--- src/fetch_defines.svh ---
`ifndef FETCH_DEFINES_SVH
`define FETCH_DEFINES_SVH

////////////////////////////////////////
// Fetch front end constants
////////////////////////////////////////

// Width of PC, addresses and instruction words
`define XLEN 32

// First fetch address after reset
// Must stay 2-byte aligned
`define RESET_PC 32'h0000_0080

`endif

--- src/core_pkg.sv ---
`default_nettype none

package core_pkg;

    ////////////////////////////////////////
    // Next PC origin
    ////////////////////////////////////////

    // Which stage owns the next PC
    typedef enum logic [1:0] {
        PC_SEQ    = 2'b00,
        PC_JUMP   = 2'b01,
        PC_BRANCH = 2'b10
    } pc_source_t;

    ////////////////////////////////////////
    // Decoded instruction classes
    ////////////////////////////////////////

    // Major opcodes in bits 6..0
    // Both control opcodes end in 11, so compressed words never match
    typedef enum logic [6:0] {
        OP_JAL    = 7'b1101111,
        OP_BRANCH = 7'b1100011,
        // Anything else retires as a plain instruction
        OP_OTHER  = 7'b0000000
    } opcode_t;

    // Conditional branch flavours from funct3
    // BEQ is 000, BNE is 001
    typedef enum logic [1:0] {
        BR_NONE = 2'b00,
        BR_BEQ  = 2'b01,
        BR_BNE  = 2'b10
    } branch_kind_t;

endpackage

`default_nettype wire

--- src/redirect_if.sv ---
`default_nettype none

`include "fetch_defines.svh"

// Redirect requests from the later stages to the PC controller
interface redirect_if;
    import core_pkg::*;

    // Jump resolved in ID
    logic              valid_id;
    logic [`XLEN-1:0]  jump_target_id;
    pc_source_t        pc_source_id;

    // Conditional branch resolved in EX
    logic              valid_ex;
    logic [`XLEN-1:0]  branch_target_ex;
    logic              branch_decision_ex;
    pc_source_t        pc_source_ex;

    // Driven by the ID/EX stage
    modport producer (
        output valid_id, jump_target_id, pc_source_id,
        output valid_ex, branch_target_ex, branch_decision_ex, pc_source_ex
    );

    // Read by the PC controller
    modport consumer (
        input  valid_id, jump_target_id, pc_source_id,
        input  valid_ex, branch_target_ex, branch_decision_ex, pc_source_ex
    );

endinterface

`default_nettype wire

--- src/pc_controller.sv ---
`default_nettype none

`include "fetch_defines.svh"

module pc_controller (
    // Current fetch address
    input  wire logic [`XLEN-1:0] curr_pc_i,
    // Low bits of the fetched word say 16-bit encoding
    input  wire logic             is_compressed_i,
    // Redirect requests from ID and EX
    redirect_if.consumer          redir_i,
    // Address for the next fetch
    output logic      [`XLEN-1:0] next_pc_o
);
    import core_pkg::*;

    logic [`XLEN-1:0] seq_pc;
    logic             take_branch;
    logic             take_jump;
    pc_source_t       next_src;

    ////////////////////////////////////////
    // Sequential address
    ////////////////////////////////////////

    // Plus 2 for compressed, plus 4 otherwise
    assign seq_pc = curr_pc_i + (is_compressed_i ? `XLEN'(2) : `XLEN'(4));

    ////////////////////////////////////////
    // Redirect arbitration
    ////////////////////////////////////////

    // A redirect counts only with its valid and its own source tag
    assign take_branch = redir_i.valid_ex && (redir_i.pc_source_ex == PC_BRANCH)
                         && redir_i.branch_decision_ex;
    assign take_jump   = redir_i.valid_id && (redir_i.pc_source_id == PC_JUMP);

    // Older EX branch beats the younger ID jump
    always_comb begin
        if (take_branch) begin
            next_src = PC_BRANCH;
        end else if (take_jump) begin
            next_src = PC_JUMP;
        end else begin
            next_src = PC_SEQ;
        end
    end

    always_comb begin
        case (next_src)
            PC_BRANCH: next_pc_o = redir_i.branch_target_ex;
            PC_JUMP:   next_pc_o = redir_i.jump_target_id;
            default:   next_pc_o = seq_pc;
        endcase
    end

    // EX only ever tags branches, jumps belong to ID
    always_comb begin
        a_ex_never_jump: assert final (!redir_i.valid_ex || (redir_i.pc_source_ex != PC_JUMP))
            else $error("EX redirect tagged as jump");
    end

endmodule

`default_nettype wire

--- src/if_stage.sv ---
`default_nettype none

`include "fetch_defines.svh"

module if_stage (
    input  wire logic             clk_i,
    input  wire logic             rst_n_i,

    // Instruction memory, read in the same cycle
    input  wire logic [`XLEN-1:0] imem_rdata_i,
    output logic      [`XLEN-1:0] imem_addr_o,

    // Towards the IF/ID register
    output logic      [`XLEN-1:0] pc_if_o,
    output logic      [`XLEN-1:0] instr_if_o,
    output logic                  valid_if_o,

    // Pipeline control
    input  wire logic             stall_if_i,
    input  wire logic             flush_if_i,

    // Redirects, handed on to the PC controller
    redirect_if.consumer          redir_i
);

    ////////////////////////////////////////
    // Program counter
    ////////////////////////////////////////

    logic [`XLEN-1:0] pc_q;
    logic [`XLEN-1:0] pc_next;
    logic             is_compressed;

    // Holds while the pipe is stalled
    always_ff @(posedge clk_i or negedge rst_n_i) begin
        if (!rst_n_i) begin
            pc_q <= `RESET_PC;
        end else if (!stall_if_i) begin
            pc_q <= pc_next;
        end
    end

    // Next address selection
    pc_controller pc_controller_inst (
        .curr_pc_i       ( pc_q          ),
        .is_compressed_i ( is_compressed ),
        .redir_i         ( redir_i       ),
        .next_pc_o       ( pc_next       )
    );

    ////////////////////////////////////////
    // Memory side and stage outputs
    ////////////////////////////////////////

    // 32-bit words have both low bits set
    assign is_compressed = ~(imem_rdata_i[1] & imem_rdata_i[0]);

    assign imem_addr_o = pc_q;
    assign pc_if_o     = pc_q;
    assign instr_if_o  = imem_rdata_i;

    // Bubble while stalled or when a redirect kills this fetch
    assign valid_if_o = !stall_if_i && !flush_if_i;

    // Targets and steps are all even, so bit 0 stays clear
    a_pc_aligned: assert property (@(posedge clk_i) disable iff (!rst_n_i) pc_q[0] == 1'b0)
        else $error("PC not 2-byte aligned: %h", pc_q);

endmodule

`default_nettype wire

--- src/if_id_reg.sv ---
`default_nettype none

`include "fetch_defines.svh"

module if_id_reg (
    input  wire logic             clk_i,
    input  wire logic             rst_n_i,

    // Pipeline control
    input  wire logic             stall_i,
    input  wire logic             flush_i,

    // From IF
    input  wire logic [`XLEN-1:0] pc_i,
    input  wire logic [`XLEN-1:0] instr_i,
    input  wire logic             valid_i,

    // To ID
    output logic      [`XLEN-1:0] pc_o,
    output logic      [`XLEN-1:0] instr_o,
    output logic                  valid_o
);

    ////////////////////////////////////////
    // Valid bit
    ////////////////////////////////////////

    always_ff @(posedge clk_i or negedge rst_n_i) begin
        if (!rst_n_i) begin
            valid_o <= 1'b0;
        end else if (!stall_i) begin
            // Flushed slot turns into a bubble
            valid_o <= valid_i && !flush_i;
        end
    end

    // Payload, only meaningful with valid_o
    always_ff @(posedge clk_i) begin
        if (!stall_i) begin
            pc_o    <= pc_i;
            instr_o <= instr_i;
        end
    end

    // An unstalled flush always leaves a bubble behind
    a_flush_bubble: assert property (@(posedge clk_i) disable iff (!rst_n_i)
        (flush_i && !stall_i) |=> !valid_o)
        else $error("IF/ID valid survived a flush");

endmodule

`default_nettype wire

--- src/id_ex_stage.sv ---
`default_nettype none

`include "fetch_defines.svh"

module id_ex_stage (
    input  wire logic             clk_i,
    input  wire logic             rst_n_i,

    // Global stall and external branch compare result
    input  wire logic             stall_i,
    input  wire logic             cond_i,

    // From the IF/ID register
    input  wire logic [`XLEN-1:0] pc_id_i,
    input  wire logic [`XLEN-1:0] instr_id_i,
    input  wire logic             valid_id_i,

    // Redirects and flushes back to the front
    redirect_if.producer          redir_o,
    output logic                  flush_if_o,
    output logic                  flush_id_o,

    // Retire port
    output logic      [`XLEN-1:0] ret_pc_o,
    output logic      [`XLEN-1:0] ret_instr_o,
    output logic                  ret_valid_o
);
    import core_pkg::*;

    // Map bits 6..0 onto the known opcodes
    function automatic opcode_t decode_op(input logic [6:0] op);
        case (op)
            7'b1101111: decode_op = OP_JAL;
            7'b1100011: decode_op = OP_BRANCH;
            default:    decode_op = OP_OTHER;
        endcase
    endfunction

    opcode_t          id_op;
    logic [`XLEN-1:0] j_imm;
    logic             jal_id;

    logic [`XLEN-1:0] ex_pc;
    logic [`XLEN-1:0] ex_instr;
    logic             ex_valid;
    opcode_t          ex_op;
    branch_kind_t     ex_kind;
    logic [`XLEN-1:0] b_imm;
    logic             taken_ex;

    ////////////////////////////////////////
    // ID: jump decode
    ////////////////////////////////////////

    assign id_op = decode_op(instr_id_i[6:0]);

    // J-type immediate, always even
    assign j_imm = {{12{instr_id_i[31]}}, instr_id_i[19:12], instr_id_i[20],
                    instr_id_i[30:21], 1'b0};

    // No redirects while stalled
    assign jal_id = valid_id_i && (id_op == OP_JAL) && !stall_i;

    assign redir_o.valid_id       = jal_id;
    assign redir_o.jump_target_id = pc_id_i + j_imm;
    assign redir_o.pc_source_id   = (id_op == OP_JAL) ? PC_JUMP : PC_SEQ;

    ////////////////////////////////////////
    // ID/EX register
    ////////////////////////////////////////

    always_ff @(posedge clk_i or negedge rst_n_i) begin
        if (!rst_n_i) begin
            ex_valid <= 1'b0;
        end else if (!stall_i) begin
            // Taken branch kills the ID entry on its way in
            ex_valid <= valid_id_i && !flush_id_o;
        end
    end

    always_ff @(posedge clk_i) begin
        if (!stall_i) begin
            ex_pc    <= pc_id_i;
            ex_instr <= instr_id_i;
        end
    end

    ////////////////////////////////////////
    // EX: branch resolution
    ////////////////////////////////////////

    assign ex_op = decode_op(ex_instr[6:0]);

    // funct3 picks BEQ or BNE, other values are not branches here
    always_comb begin
        ex_kind = BR_NONE;
        if (ex_op == OP_BRANCH) begin
            case (ex_instr[14:12])
                3'b000:  ex_kind = BR_BEQ;
                3'b001:  ex_kind = BR_BNE;
                default: ex_kind = BR_NONE;
            endcase
        end
    end

    // B-type immediate
    assign b_imm = {{20{ex_instr[31]}}, ex_instr[7], ex_instr[30:25], ex_instr[11:8], 1'b0};

    // BEQ on cond high, BNE on cond low
    assign taken_ex = ((ex_kind == BR_BEQ) && cond_i) || ((ex_kind == BR_BNE) && !cond_i);

    assign redir_o.valid_ex           = ex_valid && !stall_i;
    assign redir_o.branch_target_ex   = ex_pc + b_imm;
    assign redir_o.branch_decision_ex = taken_ex;
    assign redir_o.pc_source_ex       = (ex_kind != BR_NONE) ? PC_BRANCH : PC_SEQ;

    // Taken branch drops IF and ID, a jump drops only IF
    assign flush_id_o = ex_valid && !stall_i && taken_ex;
    assign flush_if_o = flush_id_o || jal_id;

    ////////////////////////////////////////
    // Retire
    ////////////////////////////////////////

    assign ret_valid_o = ex_valid && !stall_i;
    assign ret_pc_o    = ex_pc;
    assign ret_instr_o = ex_instr;

endmodule

`default_nettype wire

--- src/fetch_top.sv ---
`default_nettype none

`include "fetch_defines.svh"

module fetch_top (
    input  wire logic             clk_i,
    input  wire logic             rst_n_i,

    // Global stall and branch compare flag
    input  wire logic             stall_i,
    input  wire logic             cond_i,

    // Instruction memory
    input  wire logic [`XLEN-1:0] imem_rdata_i,
    output logic      [`XLEN-1:0] imem_addr_o,

    // Retired instruction stream
    output logic      [`XLEN-1:0] ret_pc_o,
    output logic      [`XLEN-1:0] ret_instr_o,
    output logic                  ret_valid_o
);

    // Redirect bus from ID/EX back to fetch
    redirect_if redir_bus ();

    logic             flush_if;
    logic             flush_id;

    // IF to IF/ID
    logic [`XLEN-1:0] pc_if;
    logic [`XLEN-1:0] instr_if;
    logic             valid_if;

    // IF/ID to ID
    logic [`XLEN-1:0] pc_id;
    logic [`XLEN-1:0] instr_id;
    logic             valid_id;

    ////////////////////////////////////////
    // Stages
    ////////////////////////////////////////

    if_stage if_stage_inst (
        .clk_i        ( clk_i              ),
        .rst_n_i      ( rst_n_i            ),
        .imem_rdata_i ( imem_rdata_i       ),
        .imem_addr_o  ( imem_addr_o        ),
        .pc_if_o      ( pc_if              ),
        .instr_if_o   ( instr_if           ),
        .valid_if_o   ( valid_if           ),
        .stall_if_i   ( stall_i            ),
        .flush_if_i   ( flush_if           ),
        .redir_i      ( redir_bus.consumer )
    );

    if_id_reg if_id_reg_inst (
        .clk_i   ( clk_i    ),
        .rst_n_i ( rst_n_i  ),
        .stall_i ( stall_i  ),
        .flush_i ( flush_id ),
        .pc_i    ( pc_if    ),
        .instr_i ( instr_if ),
        .valid_i ( valid_if ),
        .pc_o    ( pc_id    ),
        .instr_o ( instr_id ),
        .valid_o ( valid_id )
    );

    id_ex_stage id_ex_stage_inst (
        .clk_i       ( clk_i              ),
        .rst_n_i     ( rst_n_i            ),
        .stall_i     ( stall_i            ),
        .cond_i      ( cond_i             ),
        .pc_id_i     ( pc_id              ),
        .instr_id_i  ( instr_id           ),
        .valid_id_i  ( valid_id           ),
        .redir_o     ( redir_bus.producer ),
        .flush_if_o  ( flush_if           ),
        .flush_id_o  ( flush_id           ),
        .ret_pc_o    ( ret_pc_o           ),
        .ret_instr_o ( ret_instr_o        ),
        .ret_valid_o ( ret_valid_o        )
    );

endmodule

`default_nettype wire

--- config.mk ---
export PLATFORM = sky130hd
export DESIGN_NAME = fetch_top
export DESIGN_NICKNAME = d
export VERILOG_FILES = /design/src/core_pkg.sv /design/src/redirect_if.sv /design/src/pc_controller.sv /design/src/if_stage.sv /design/src/if_id_reg.sv /design/src/id_ex_stage.sv /design/src/fetch_top.sv
export VERILOG_INCLUDE_DIRS = /design/src
export SDC_FILE = /design/constraint.sdc
export NUM_CORES = 1
export LEC_CHECK = 0
export BUFFER_PORTS_ARGS = -buffer_cell sky130_fd_sc_hd__buf_2
export CAP_MARGIN = 20
export CELL_PAD_IN_SITES_DETAIL_PLACEMENT = 1
export CELL_PAD_IN_SITES_GLOBAL_PLACEMENT = 1
export CORE_ASPECT_RATIO = 1.2
export CORE_UTILIZATION = 35
export DETAILED_ROUTE_END_ITERATION = 16
export HOLD_SLACK_MARGIN = 0.02
export MAX_ROUTING_LAYER = met4
export PLACE_DENSITY = 0.75
export SYNTH_ARGS = -nofsm -noshare
export SYNTH_HDL_FRONTEND = slang
export SYNTH_SLANG_ARGS = --single-unit
--- constraint.sdc ---
create_clock -name clk_i -period 3.8 [get_ports clk_i]
set_input_delay 0.19 -clock clk_i [delete_from_list [all_inputs] [get_ports clk_i]]
set_output_delay 0.19 -clock clk_i [all_outputs]
set_load 0.01 [all_outputs]
# [After elaboration in Yosys (flattened, before gate mapping)]
# Cells that the tools add are included.
[word_totals] ff_bits=162 wordCells=54 out_inout_bits=97
[classes] add_sub_neg=3 eq_ne=13 bitwise=1 n_mux=10 n_reduce_logical=20
[ops] op="adder 32 bit" n=3
[ops] op="one-hot mux 32 bit (2 select lines)" n=1
[ops] op="equality test 7 bit, second input constant" n=6
[ops] op="one-hot mux 7 bit (2 select lines)" n=2
[ops] op="logical AND 1 bit" n=12
[ops] op="equality test 2 x 1 -> 1 bit, second input constant" n=3
[ops] op="equality test 2 bit, second input constant" n=3
[ops] op="2-to-1 mux 2 bit" n=3
[ops] op="logical NOT 1 bit" n=4
[ops] op="one-hot mux 2 bit (2 select lines)" n=1
[ops] op="equality test 3 x 1 -> 1 bit, second input constant" n=1
[ops] op="logical NOT 3 bit" n=1
[ops] op="2-to-1 mux 3 bit" n=1
[ops] op="logical OR 1 bit" n=2
[ops] op="2-to-1 mux 1 bit" n=2
[ops] op="nonzero test 2 bit" n=1
[ops] op="bitwise AND 1 bit" n=1

# [Logic depth before layout (Yosys ltp)]
# Gate-level depths: netlist (run 1).
[depth] word_depth=12 mapped_depth=13

# [Modules after synthesis]
# From an unflattened synthesis (run 1), not the netlist that was laid out.
[unflattened] cells_unflattened=971 area_unflattened_um2=10428.8
[modules_own_cells] mod="id_ex_stage" cells_per_inst=551 instances=1 area_per_inst_um2=5356.4
[modules_own_cells] mod="if_id_reg" cells_per_inst=69 instances=1 area_per_inst_um2=1969.4
[modules_own_cells] mod="if_stage" cells_per_inst=134 instances=1 area_per_inst_um2=1830.5
[modules_own_cells] mod="pc_controller" cells_per_inst=217 instances=1 area_per_inst_um2=1272.5

# [Worst setup path before layout (run 1)]
# No wires, ideal clock.
[synth_timing] kind="input to register" start="input port stall_i" end="register if_stage_inst.pc_q[24], in the netlist if_stage_inst.imem_addr_o[24]" n_path_buf=1 setup_ns=0.143 arrival_time_ns=4.793 t_required_ns=3.657 path_stages=5 setup_slack_ns=-1.136 path_cell_list="inv_1 clkbuf_1 o21ai_0 a22oi_1 o221ai_1"
[synth_between] elab_chain_cells=7 elab_cells_between_ends=11
[synth_lines] element="start: declaration" line="fetch_top.sv:10" source="input wire logic stall_i,"
[synth_lines] element="logical NOT 1 bit" line="id_ex_stage.sv:62, id_ex_stage.sv:112"
[synth_lines] element="logical AND 1 bit, on equally long branches" line="id_ex_stage.sv:62, id_ex_stage.sv:112"
[synth_lines] element="logical AND 1 bit, on equally long branches" line="pc_controller.sv:36, pc_controller.sv:34"
[synth_lines] element="2-to-1 mux 1 bit / logical AND 1 bit (equally long branches)" line="pc_controller.sv:42, pc_controller.sv:35"
[synth_lines] element="2-to-1 mux 2 bit" line="pc_controller.sv:40" source="if (take_branch) begin"
[synth_lines] element="equality test 2 x 1 -> 1 bit / equality test 2 bit (equally long branches)" line="pc_controller.sv:50" source="case (next_src)"
[synth_lines] element="one-hot mux 32 bit (2 select lines)" line="pc_controller.sv:50"
[synth_lines] element="end signal: assignment" line="if_stage.sv:37" source="pc_q <= `RESET_PC;"
[synth_lines] element="end signal: assignment" line="if_stage.sv:39" source="pc_q <= pc_next;"
[synth_lines] element="end: declaration" line="if_stage.sv:30" source="logic [`XLEN-1:0] pc_q;"
# Parallel ways exist; a longest one is shown, timed or not.
# A chain may end at the register's enable or synchronous reset.

# [Worst setup path in the final report (run 1)]
[layout_timing] start="register id_ex_stage_inst.ex_instr[31], in the netlist id_ex_stage_inst.ret_instr_o[31]" end="register if_stage_inst.pc_q[30], in the netlist if_stage_inst.imem_addr_o[30]"
[layout_between] elab_chain_cells=2
[layout_lines] element="start: declaration" line="id_ex_stage.sv:44" source="logic [`XLEN-1:0] ex_instr;"
[layout_lines] element="start signal: assignment" line="id_ex_stage.sv:84" source="ex_instr <= instr_id_i;"
[layout_lines] element="adder 32 bit" line="id_ex_stage.sv:113" source="assign redir_o.branch_target_ex = ex_pc + b_imm;"
[layout_lines] element="one-hot mux 32 bit (2 select lines)" line="pc_controller.sv:50"
# No other way between the ends.

==> run metrics, run 1 <==
Reg power frac 42.0%; routability congestion estimate 0.881; Synth Warn # 0; CTS sink count about 160; vias in the first global route 8080; final global-route overflow total 0; Wirelength per Cell 21.3 um; relative slew slack 34.9%; # H-tree levels 4; Post-Route WL 29200 um; Setup violations, final 0; dpl ws 0.634 ns; Tmin final roughly 3.2 ns; RSZ-0062 raised after global routing false; Hold Path Class in -> reg; DP Wirelength roughly 22000 um; Die H 181 um; Non-Filler Instances around 1400; Final TNS setup 0 ns; layout cell share with drive strength beyond 1 between 20% and 30%; internal power around 3.7 mW; initial antenna violation count 0; final hold viol count 0; initial core utilization 35.6%; cell count after synthesis 855; commonest cells after routing, fill and taps aside buf_2, edfxtp_1, nand2_1; Critical Path Source Type register; crit end category register; number of max-cap violations 0; global-route wire length before repair 45300 um; residual DRC count 0; Ant. Diodes 0; root buffer cell clkbuf_16; worst path required time 4.10 ns; Fin Clk Skew 0.0147 ns; Avg Synthesized Cell Area 11.0 um^2; Crit-path slowest cell edfxtp_1; total CTS buffers 17; synthesized area 9360 um^2; CP max FO 21; combinational power share 27.4%; postcts setup bufs 0; largest net degree at the start of global routing between 60 and 70; critical path arrival 3.54 ns; Worst-path clk slew 0.08 ns; Net Count, Synth around 960; post-route ant nets 0; count of flip-flops with a built-in enable after synthesis 128; Netlist cell types 75; Die Width 151 um; maximum clock path buffer count 2; Yosys reg bits around 160; gr usage total 22.5%; leakage power 4.63 nW; pins over their slew limit 0; share of synthesized registers carrying an async set or reset 21.0%; Via density 5.55; period utilisation layout 85.2%; core area 26300 um^2; io pins 133; overall power 5.82 mW; Slew @ Worst Pin between 0.9 and 1 ns; worst skew pair latency 0.44 ns; min setup slack post-route 0.562 ns; Switching Share 35.6%; commonest non-fill, non-tap cell in the layout buf_2; Max Clock Freq between 300 and 400 MHz; Most used DFF post-synth edfxtp_1; routed vias 7623; Cell Pwr Density just over 500 nW/um^2; sequential area share after synthesis 50.1%; DIE AREA 27400 um^2; CTS tree built; nets 1126; status completed; row count 65; Port-buffer cells 132; slowest stage delay, CP 0.93 ns; maximum VDD drop 0.288 mV; placed cell count 1308; Critical Path, Cell by Cell ha_1 > a21oi_1 > o21ai_1 > or3_1 > a211oi_2 > nand2b_2 > o21ai_2 > a221oi_2 > xor2_1 > o221ai_1; Initial DRT Pass Iterations 5; Crit Path Category reg -> reg; clock share of power between 30% and 40%; switching pwr 2.07 mW; Area Growth Syn to Fin 21.5%; DRT iter0 DRCs 424
==> path summary, 6_finish.rpt <==
path / start / end / slack [ns] / cells after the start
worst max-delay path: id_ex_stage_inst.ret_instr_o[31]$_DFFE_PN_ / if_stage_inst.imem_addr_o[30]$_DFFE_PN0N_ / 0.56 / 10
worst min-delay path: stall_i / if_id_reg_inst.valid_o$_DFFE_PN0N_ / 0.07 / 2
worst max register to register: id_ex_stage_inst.ret_instr_o[31]$_DFFE_PN_ / if_stage_inst.imem_addr_o[30]$_DFFE_PN0N_ / 0.56 / 10
worst min register to register: if_id_reg_inst.instr_o[11]$_DFFE_PN_ / id_ex_stage_inst.ret_instr_o[11]$_DFFE_PN_ / 0.42 / 0
max in group asynchronous: rst_n_i / if_stage_inst.imem_addr_o[12]$_DFFE_PN0N_ / 2.73 / 2
min in group asynchronous: rst_n_i / if_stage_inst.imem_addr_o[31]$_DFFE_PN0N_ / 0.46 / 2
==> registers in the layout, indices dropped and copies added, names as in the netlist <==
signal	cells
if_id_reg_inst.pc_o	32
id_ex_stage_inst.ex_valid	1
if_stage_inst.imem_addr_o	32
id_ex_stage_inst.ret_instr_o	32
id_ex_stage_inst.ret_pc_o	32
if_id_reg_inst.instr_o	32
if_id_reg_inst.valid_o	1
==> layout make-up <==
cell class	instances	area, um^2
fill	2957	14900
sequential	162	4700
multi-input combinational	643	4450
timing repair buffer	181	1110
clock buffer	17	425
tap	335	419
clock inverter	15	194
inverter	20	80.1
==> cell usage after synthesis (3+ instances only) <==
master    number  area share, %
edfxtp_1     128             41
nand2_1       74            3.0
a21oi_1       72            3.8
ha_1          62            8.3
nor2_1        58            2.3
o21ai_0       50            2.7
xnor2_1       38            3.6
dfrtp_1       33            8.8
a21o_1        28            2.2
xor2_1        24            2.2
nand3_1       23            1.2
o21ai_1       22            1.2
inv_1         20           0.80
and3_1        19            1.3
clkbuf_1      19           0.76
nor3_1        12           0.64
o21a_1        10           0.80
nand4_1        9           0.60
o22ai_1        9           0.60
a221oi_1       8           0.75
a211oi_1       7           0.56
a31oi_1        7           0.47
a21oi_2        6           0.56
and2_1         6           0.40
buf_2          6           0.32
o21bai_1       6           0.48
o221ai_1       6           0.56
o31ai_1        6           0.48
a211oi_2       5           0.67
nor2b_1        5           0.33
o211ai_1       5           0.40
or3_1          5           0.33
a22oi_1        4           0.32
and4_1         4           0.37
nand2b_1       4           0.27
a31oi_2        3           0.40
fa_1           3           0.64
o311ai_0       3           0.28
==> power by group through the flow <==
stage	Combinational (mW)	Sequential, mW	Clock [mW]
after floorplan	1.01	2.45	0
after global placement	1.53	2.47	0
after detailed placement	1.55	2.48	0
after CTS	1.60	2.45	1.82
after global routing	1.75	2.48	1.89
final	1.59	2.44	1.78
==> through the flow <==
step           util, %  hold slack [ns]  instance area, um^2
2_1_floorplan        -           -0.106                 9370
3_3_place_gp      39.7            0.366                10400
3_5_place_dp      39.7            0.368                10400
4_1_cts           43.3           0.0512                11400
5_1_grt           43.3           0.0768                11400
6_report          43.3           0.0711                11400
==> kinds of logic (layout without fill, tap and decap cells) <==
group | Yosys count | after routing | synth area share [%]
adder cells (fa/ha/maj) | 65 | 65 | 8.93
buffers and inverters | 50 | 233 | 2.28
AND/OR/NAND/NOR | 236 | 236 | 12.5
flip-flops | 162 | 162 | 50.1
XOR/XNOR | 62 | 62 | 5.80
multiplexers | 2 | 2 | 0.214
AO/OA/AOI/OAI | 278 | 278 | 20.1
==> worst max-delay path, delay by kind of cell (launching register included) <==
kind	cells	cell delay, ns
adder cells (fa/ha/maj)	1	0.45
AO/OA/AOI/OAI	6	1.00
AND/OR/NAND/NOR	2	0.53
flip-flops	1	0.93
XOR/XNOR	1	0.18
==> metal layers <==
layer  vias to the layer above  global-route usage (%)  part of all wire, %
met4                         0                    9.44                  3.4
li1                       3584                       -                    -
met2                       192                    39.1                   53
met3                        51                    3.74                  3.9
met1                      3796                    25.1                   40
met5                         -                       -                    0
==> what timing repair did <==
action,4_1_cts,5_1_grt
endpoints found under the setup margin,0,0
hold buffers,33,0
endpoints found under the hold margin,65,0
resized for setup,0,0
No activity file was read; power rests on OpenSTA's default activity.
==> inputs of run 2 (changes only) <==
--- a/config.mk
+++ b/config.mk
@@ -6,12 +6,13 @@
 export SDC_FILE = /design/constraint.sdc
 export NUM_CORES = 1
 export LEC_CHECK = 0
-export BUFFER_PORTS_ARGS = -buffer_cell sky130_fd_sc_hd__buf_2
+export BUFFER_PORTS_ARGS = -buffer_cell sky130_fd_sc_hd__buf_4
 export CAP_MARGIN = 20
 export CELL_PAD_IN_SITES_DETAIL_PLACEMENT = 1
 export CELL_PAD_IN_SITES_GLOBAL_PLACEMENT = 1
 export CORE_ASPECT_RATIO = 1.2
 export CORE_UTILIZATION = 35
+export CTS_CLUSTER_DIAMETER = 100
 export DETAILED_ROUTE_END_ITERATION = 16
 export HOLD_SLACK_MARGIN = 0.02
 export MAX_ROUTING_LAYER = met4
==> run 2 against run 1 <==
  * Combinational power grew 5%
  * Final cell count barely moved
  * Die area unchanged
  * Critical path type unchanged
==> run metrics, run 2 (synthesis gave the netlist of run 1 again) <==
DIE AREA 27400 um^2; Fin Clk Skew 0.0153 ns; Area Growth Syn to Fin 24.2%; pins over their slew limit 0; internal power 3.76 mW; Ant. Diodes 0; largest net degree at the start of global routing 60; leakage power 4.70 nW; routed vias 7680; Switching Share ~35%; Reg power frac a little over two fifths; Slew @ Worst Pin between 0.8 and 0.9 ns; # H-tree levels 4; residual DRC count 0; root buffer cell clkbuf_16; Hold Path Class in -> async; clock share of power 28.1%; Max Clock Freq around 310 MHz; maximum VDD drop 0.294 mV; Resized Gates After CTS 0; Setup violations, final 0; uppermost layer routed met4; initial antenna violation count 0; crit end category register; Tmin final 3.19 ns; placed cell count 1308; layout cell share with drive strength beyond 1 20.2%; Crit Path Category reg -> reg; Final TNS setup 0 ns; routability congestion estimate between 0.8 and 0.9; DP Wirelength about 22000 um; CTS tree built; global-route wire length before repair 45100 um; DRT iter0 DRCs 420; initial core utilization between 30% and 40%; post-route ant nets 0; Initial DRT Pass Iterations 4; worst path required time approximately 4.1 ns; final global-route overflow total 0; Post-Route WL approximately 29000 um; RSZ-0062 raised after global routing false; status completed; number of max-cap violations 0; Non-Filler Instances 1374; maximum clock path buffer count 2; DP Area around 11000 um^2; CP max FO 21; overall power 5.74 mW; Wirelength per Cell 21.1 um; io pins 133; commonest cells after routing, fill and taps aside buf_4, edfxtp_1, nand2_1; Die H around 180 um; worst skew pair latency 0.45 ns; vias in the first global route 8190; FF-to-FF Start id_ex_stage_inst.ret_instr_o[31]$_DFFE_PN_; cells on worst reg2reg path 10; Worst R2R End if_stage_inst.imem_addr_o[30]$_DFFE_PN0N_; Die Width about 150 um; post-route cell area 11600 um^2; commonest non-fill, non-tap cell in the layout buf_4; WL met3 1070 um; Worst R2R Setup Slack 0.61 ns; gr usage total 22.7%; wire length on met1 approximately 12000 um; core area 26300 um^2; period utilisation layout between 80% and 90%; total CTS buffers 17; final hold viol count 0; switching pwr just under 2 mW; combinational power share 29.1%; DR WL met2 about 15000 um; Worst-path clk slew about 0.080 ns; Port-buffer cells 132; Via density approximately 5.6; CTS sink count roughly 160; critical path arrival 3.51 ns; row count between 60 and 70; nets roughly 1100; Cell Pwr Density between 400 and 500 nW/um^2; relative slew slack 42.3%; Critical Path Source Type register
run 2: cell types whose count changed in the layout (fill, tap and decap cells not counted), sizes merged:
cell and change:
clkinv +3, inv -5, clkinvlp +2, dlygate4sd3 +1
run 2: per-layer routing:
| layer | track usage, % | up-vias |
|---|---|---|
| li1 | - | 3585 |
| met1 | 25.1 | 3846 |
| met2 | 39.3 | 185 |
| met3 | 4.04 | 64 |
| met4 | 9.92 | 0 |
| met5 | - | - |
run 2: repair_timing:
action / 4_1_cts / 5_1_grt
hold buffers: 34 / 0
buffers inserted: 0 / 0
endpoints found under the hold margin: 66 / 0
run 2: worst max path at each step:
stage / startpoint / endpoint / slack (ns) / depth (start not counted)
2_1_floorplan: id_ex_stage_inst.ret_instr_o[31]$_DFFE_PN_ / if_stage_inst.imem_addr_o[29]$_DFFE_PN0N_ / 0.95 / 11
3_3_place_gp: id_ex_stage_inst.ret_instr_o[31]$_DFFE_PN_ / if_stage_inst.imem_addr_o[30]$_DFFE_PN0N_ / 0.70 / 10
3_5_place_dp: id_ex_stage_inst.ret_instr_o[31]$_DFFE_PN_ / if_stage_inst.imem_addr_o[30]$_DFFE_PN0N_ / 0.62 / 10
4_1_cts: id_ex_stage_inst.ret_instr_o[31]$_DFFE_PN_ / if_stage_inst.imem_addr_o[30]$_DFFE_PN0N_ / 0.60 / 10
5_1_grt: id_ex_stage_inst.ret_instr_o[31]$_DFFE_PN_ / if_stage_inst.imem_addr_o[30]$_DFFE_PN0N_ / 0.33 / 10
6_report: id_ex_stage_inst.ret_instr_o[31]$_DFFE_PN_ / if_stage_inst.imem_addr_o[30]$_DFFE_PN0N_ / 0.61 / 10
run 2: area by class of cell:
class / instances / area (um^2)
clock buffers: 17 / 425
multi-input cells: 643 / 4450
clock inverters: 15 / 108
inverters: 20 / 80.1
well taps: 335 / 419
fillers: 2855 / 14600
flip-flops and latches: 162 / 4700
repair buffers: 182 / 1450
run 2: stage by stage:
step,setup slack (ns),utilization (%),hold WS (ns)
floorplan,0.953,-,-0.106
global placement,0.700,41.0,0.208
detailed placement,0.617,41.0,0.214
CTS,0.598,44.3,0.274
global route,0.331,44.3,0.313
finish,0.606,44.3,0.260
run 2: power by group through the flow:
stage	Clock [mW]	Combinational (mW)	Sequential, mW
finish	1.61	1.67	2.46
global route	1.71	1.84	2.48
CTS	1.65	1.68	2.46
detailed placement	0	1.64	2.49
global placement	0	1.61	2.48
floorplan	0	1.01	2.45
run 2: worst max-delay path: stages (launching register included):
cell and delay (ns):
edfxtp_1 0.92, ha_1 0.47, a21oi_2 0.17, o21ai_1 0.11
or3_1 0.40, a211oi_2 0.16, nand2b_2 0.18, o21ai_2 0.09
a221oi_2 0.27, xor2_1 0.17, o221ai_1 0.13
==> inputs of run 3 (changes only) <==
--- a/config.mk
+++ b/config.mk
@@ -6,6 +6,7 @@
 export SDC_FILE = /design/constraint.sdc
 export NUM_CORES = 1
 export LEC_CHECK = 0
+export ABC_AREA = 1
 export BUFFER_PORTS_ARGS = -buffer_cell sky130_fd_sc_hd__buf_4
 export CAP_MARGIN = 20
 export CELL_PAD_IN_SITES_DETAIL_PLACEMENT = 1
@@ -16,7 +17,7 @@
 export DETAILED_ROUTE_END_ITERATION = 16
 export HOLD_SLACK_MARGIN = 0.02
 export MAX_ROUTING_LAYER = met4
-export PLACE_DENSITY = 0.75
+export PLACE_DENSITY = 0.79
 export SYNTH_ARGS = -nofsm -noshare
 export SYNTH_HDL_FRONTEND = slang
 export SYNTH_SLANG_ARGS = --single-unit
==> constraint.sdc (replaced) <==
create_clock -name clk_i -period 3.27 [get_ports clk_i]
set_input_delay 0.1635 -clock clk_i [delete_from_list [all_inputs] [get_ports clk_i]]
set_output_delay 0.1635 -clock clk_i [all_outputs]
set_load 0.01 [all_outputs]
==> run 3 against run 2 <==
  * First-iteration DRC count grew 48%
  * Global-route usage grew 4.7 points
  * Clock skew grew 0.0023 ns
  * Highest routed layer unchanged
  * Power grew 50%
  * Final cell count grew 54%
  * Non-clock buffer count shrank 8
  * Routed wire length grew 45%
==> run metrics, run 3 <==
Net Count, Synth 1623; commonest cells after routing, fill and taps aside nand2_1, inv_1, buf_4; Critical Path Source Type register; Die Width approximately 170 um; CTS sink count 162; core area 31400 um^2; worst skew pair latency 0.45 ns; GR Util met1 around 32%; initial antenna violation count 0; crit end category register; DP Wirelength 33100 um; cells on worst reg2reg path 13; critical path arrival 3.22 ns; Area Growth Syn to Fin 21.7%; DIE AREA 32700 um^2; Most used DFF post-synth edfxtp_1; Commonest cells post-synth nand2_1, inv_1, nor2_1; share of the synthesized area in the top cell type 34.4%; FF-to-FF Start id_ex_stage_inst.ret_instr_o[31]$_DFFE_PN_; gr usage total 27.4%; sequential area share after synthesis 42.0%; Worst R2R End if_stage_inst.imem_addr_o[30]$_DFFE_PN0N_; hold path depth 2; pins over their slew limit 0; share of synthesized registers carrying an async set or reset 21.0%; period utilisation layout 88.1%; maximum clock path buffer count 2; Synth Warn # 0; relative slew slack 42.1%; Ant. Diodes 0; residual DRC count 0; # H-tree levels 4; hold path start stall_i; min setup slack post-route 0.388 ns; Wirelength per Cell 19.8 um; post-route cell area roughly 14000 um^2; CP max FO 12; Hold Path Class in -> reg; worst path required time 3.61 ns; number of max-cap violations 0; Fin Clk Skew 0.0176 ns; fin util 43.4%; DRT iter0 DRCs 622; global-route wire length before repair 64000 um; Via density about 5.2; Cell Pwr Density 631 nW/um^2; count of flip-flops with a built-in enable after synthesis 128; Crit Path Category reg -> reg; leakage power 6.75 nW; status completed; CTS tree built; maximum VDD drop 0.273 mV; Worst-path clk slew roughly 0.07 ns; Netlist cell types 46; largest net degree at the start of global routing 160; top cells by area, synth edfxtp_1, nand2_1, inv_1, dfrtp_1, ha_1; Port-buffer cells 132; total CTS buffers 17; hold path endpoint if_stage_inst.imem_addr_o[5]$_DFFE_PN0N_; nets 1803; Tmin final 2.88 ns; initial core utilization 35.7%; layout cell share with drive strength beyond 1 approximately an eighth; row count 71; post-route ant nets 0; met2 usage 45.7%; met3 usage 4.29%; final hold viol count 0; GRT busiest layer met2; RSZ-0062 raised after global routing false; Worst R2R Setup Slack approximately 0.39 ns; synthesized area roughly 11000 um^2; routability congestion estimate approximately 0.93; Die H 198 um; Avg Synthesized Cell Area 7.35 um^2; Slew @ Worst Pin 0.868 ns; Initial DRT Pass Iterations 4; root buffer cell clkbuf_16; routed vias 10900; io pins 133; vias in the first global route 11600; most common cell in the netlist nand2_1; largest area contributor in the netlist edfxtp_1; cell count after synthesis 1522; DP Area 12700 um^2; Yosys reg bits 162; overall power around 8.6 mW; Setup violations, final 0; Post-Route WL 41800 um; Max Clock Freq ~350 MHz; Final TNS setup 0 ns; commonest non-fill, non-tap cell in the layout nand2_1; dpl ws 0.168 ns; final global-route overflow total 0
==> run 3: how the worst max path moves through the flow <==
stage	to	slack [ns]	start	depth (start not counted)
floorplan	id_ex_stage_inst.ret_instr_o[0]$_DFFE_PN_	0.73	stall_i	3
global placement	if_stage_inst.imem_addr_o[30]$_DFFE_PN0N_	0.27	id_ex_stage_inst.ret_instr_o[31]$_DFFE_PN_	13
detailed placement	if_stage_inst.imem_addr_o[30]$_DFFE_PN0N_	0.17	id_ex_stage_inst.ret_instr_o[31]$_DFFE_PN_	13
CTS	if_stage_inst.imem_addr_o[30]$_DFFE_PN0N_	0.17	id_ex_stage_inst.ret_instr_o[31]$_DFFE_PN_	13
global route	if_stage_inst.imem_addr_o[30]$_DFFE_PN0N_	0.16	id_ex_stage_inst.ret_instr_o[31]$_DFFE_PN_	13
finish	if_stage_inst.imem_addr_o[30]$_DFFE_PN0N_	0.39	id_ex_stage_inst.ret_instr_o[31]$_DFFE_PN_	13
==> run 3: power by group <==
group	total (mW)	switching [mW]	internal, mW
registers	3.13	0.503	2.63
logic	3.38	2.16	1.22
clock network	2.07	0.930	1.14
==> run 3: cell type report <==
type / instances / area, um^2
repair buffers: 174 / 1410
clock buffers: 20 / 437
well taps: 401 / 502
inverters: 252 / 951
flip-flops and latches: 162 / 4700
clock inverters: 12 / 146
fillers: 3945 / 17800
multi-input cells: 1095 / 5460
==> run 3: critical path, stage by stage, from the launching register on <==
cell and delay, ns:
edfxtp_1 0.63, ha_1 0.49, nand2_1 0.12, nor2_1 0.39, and3_1 0.23, nand2_1 0.06, nand2_1 0.25, nand2_1 0.13
nand2_1 0.09, nand2_1 0.06, nand3_1 0.12, nand3_1 0.09, nand2_1 0.07, nand2_1 0.06
==> run 3: stage by stage <==
| stage | instances | hold WS [ns] |
|---|---|---|
| 6_report | 2116 | 0.234 |
| 4_1_cts | 2115 | 0.200 |
| 3_5_place_dp | 2050 | 0.197 |
| 5_1_grt | 2116 | 0.245 |
| 3_3_place_gp | 2050 | 0.193 |
| 2_1_floorplan | 1522 | -0.132 |
==> run 3: cells by family (layout without fill, tap and decap cells) <==
logic type | count (synthesis) | in the layout | share of synthesized area (%)
DFF | 162 | 162 | 42.0
AOI/OAI and AO/OA | 102 | 102 | 5.13
xor gates and xnor gates | 32 | 32 | 2.51
buffers and inverters | 265 | 458 | 9.19
and+or+nand+nor | 896 | 896 | 33.7
adders and majority gates | 65 | 65 | 7.48
==> run 3: what timing repair did <==
item,4_1_cts,5_1_grt
hold buffers,33,0
resized for setup,0,0
setup endpoints to repair,0,1
buffers inserted,0,1
hold endpoints to repair,65,0
==> run 3: metal layers <==
metal	share of wire, %	up-vias
met5	0	-
met4	4.0	0
met3	4.4	92
met2	50	268
met1	42	5328
li1	-	5224
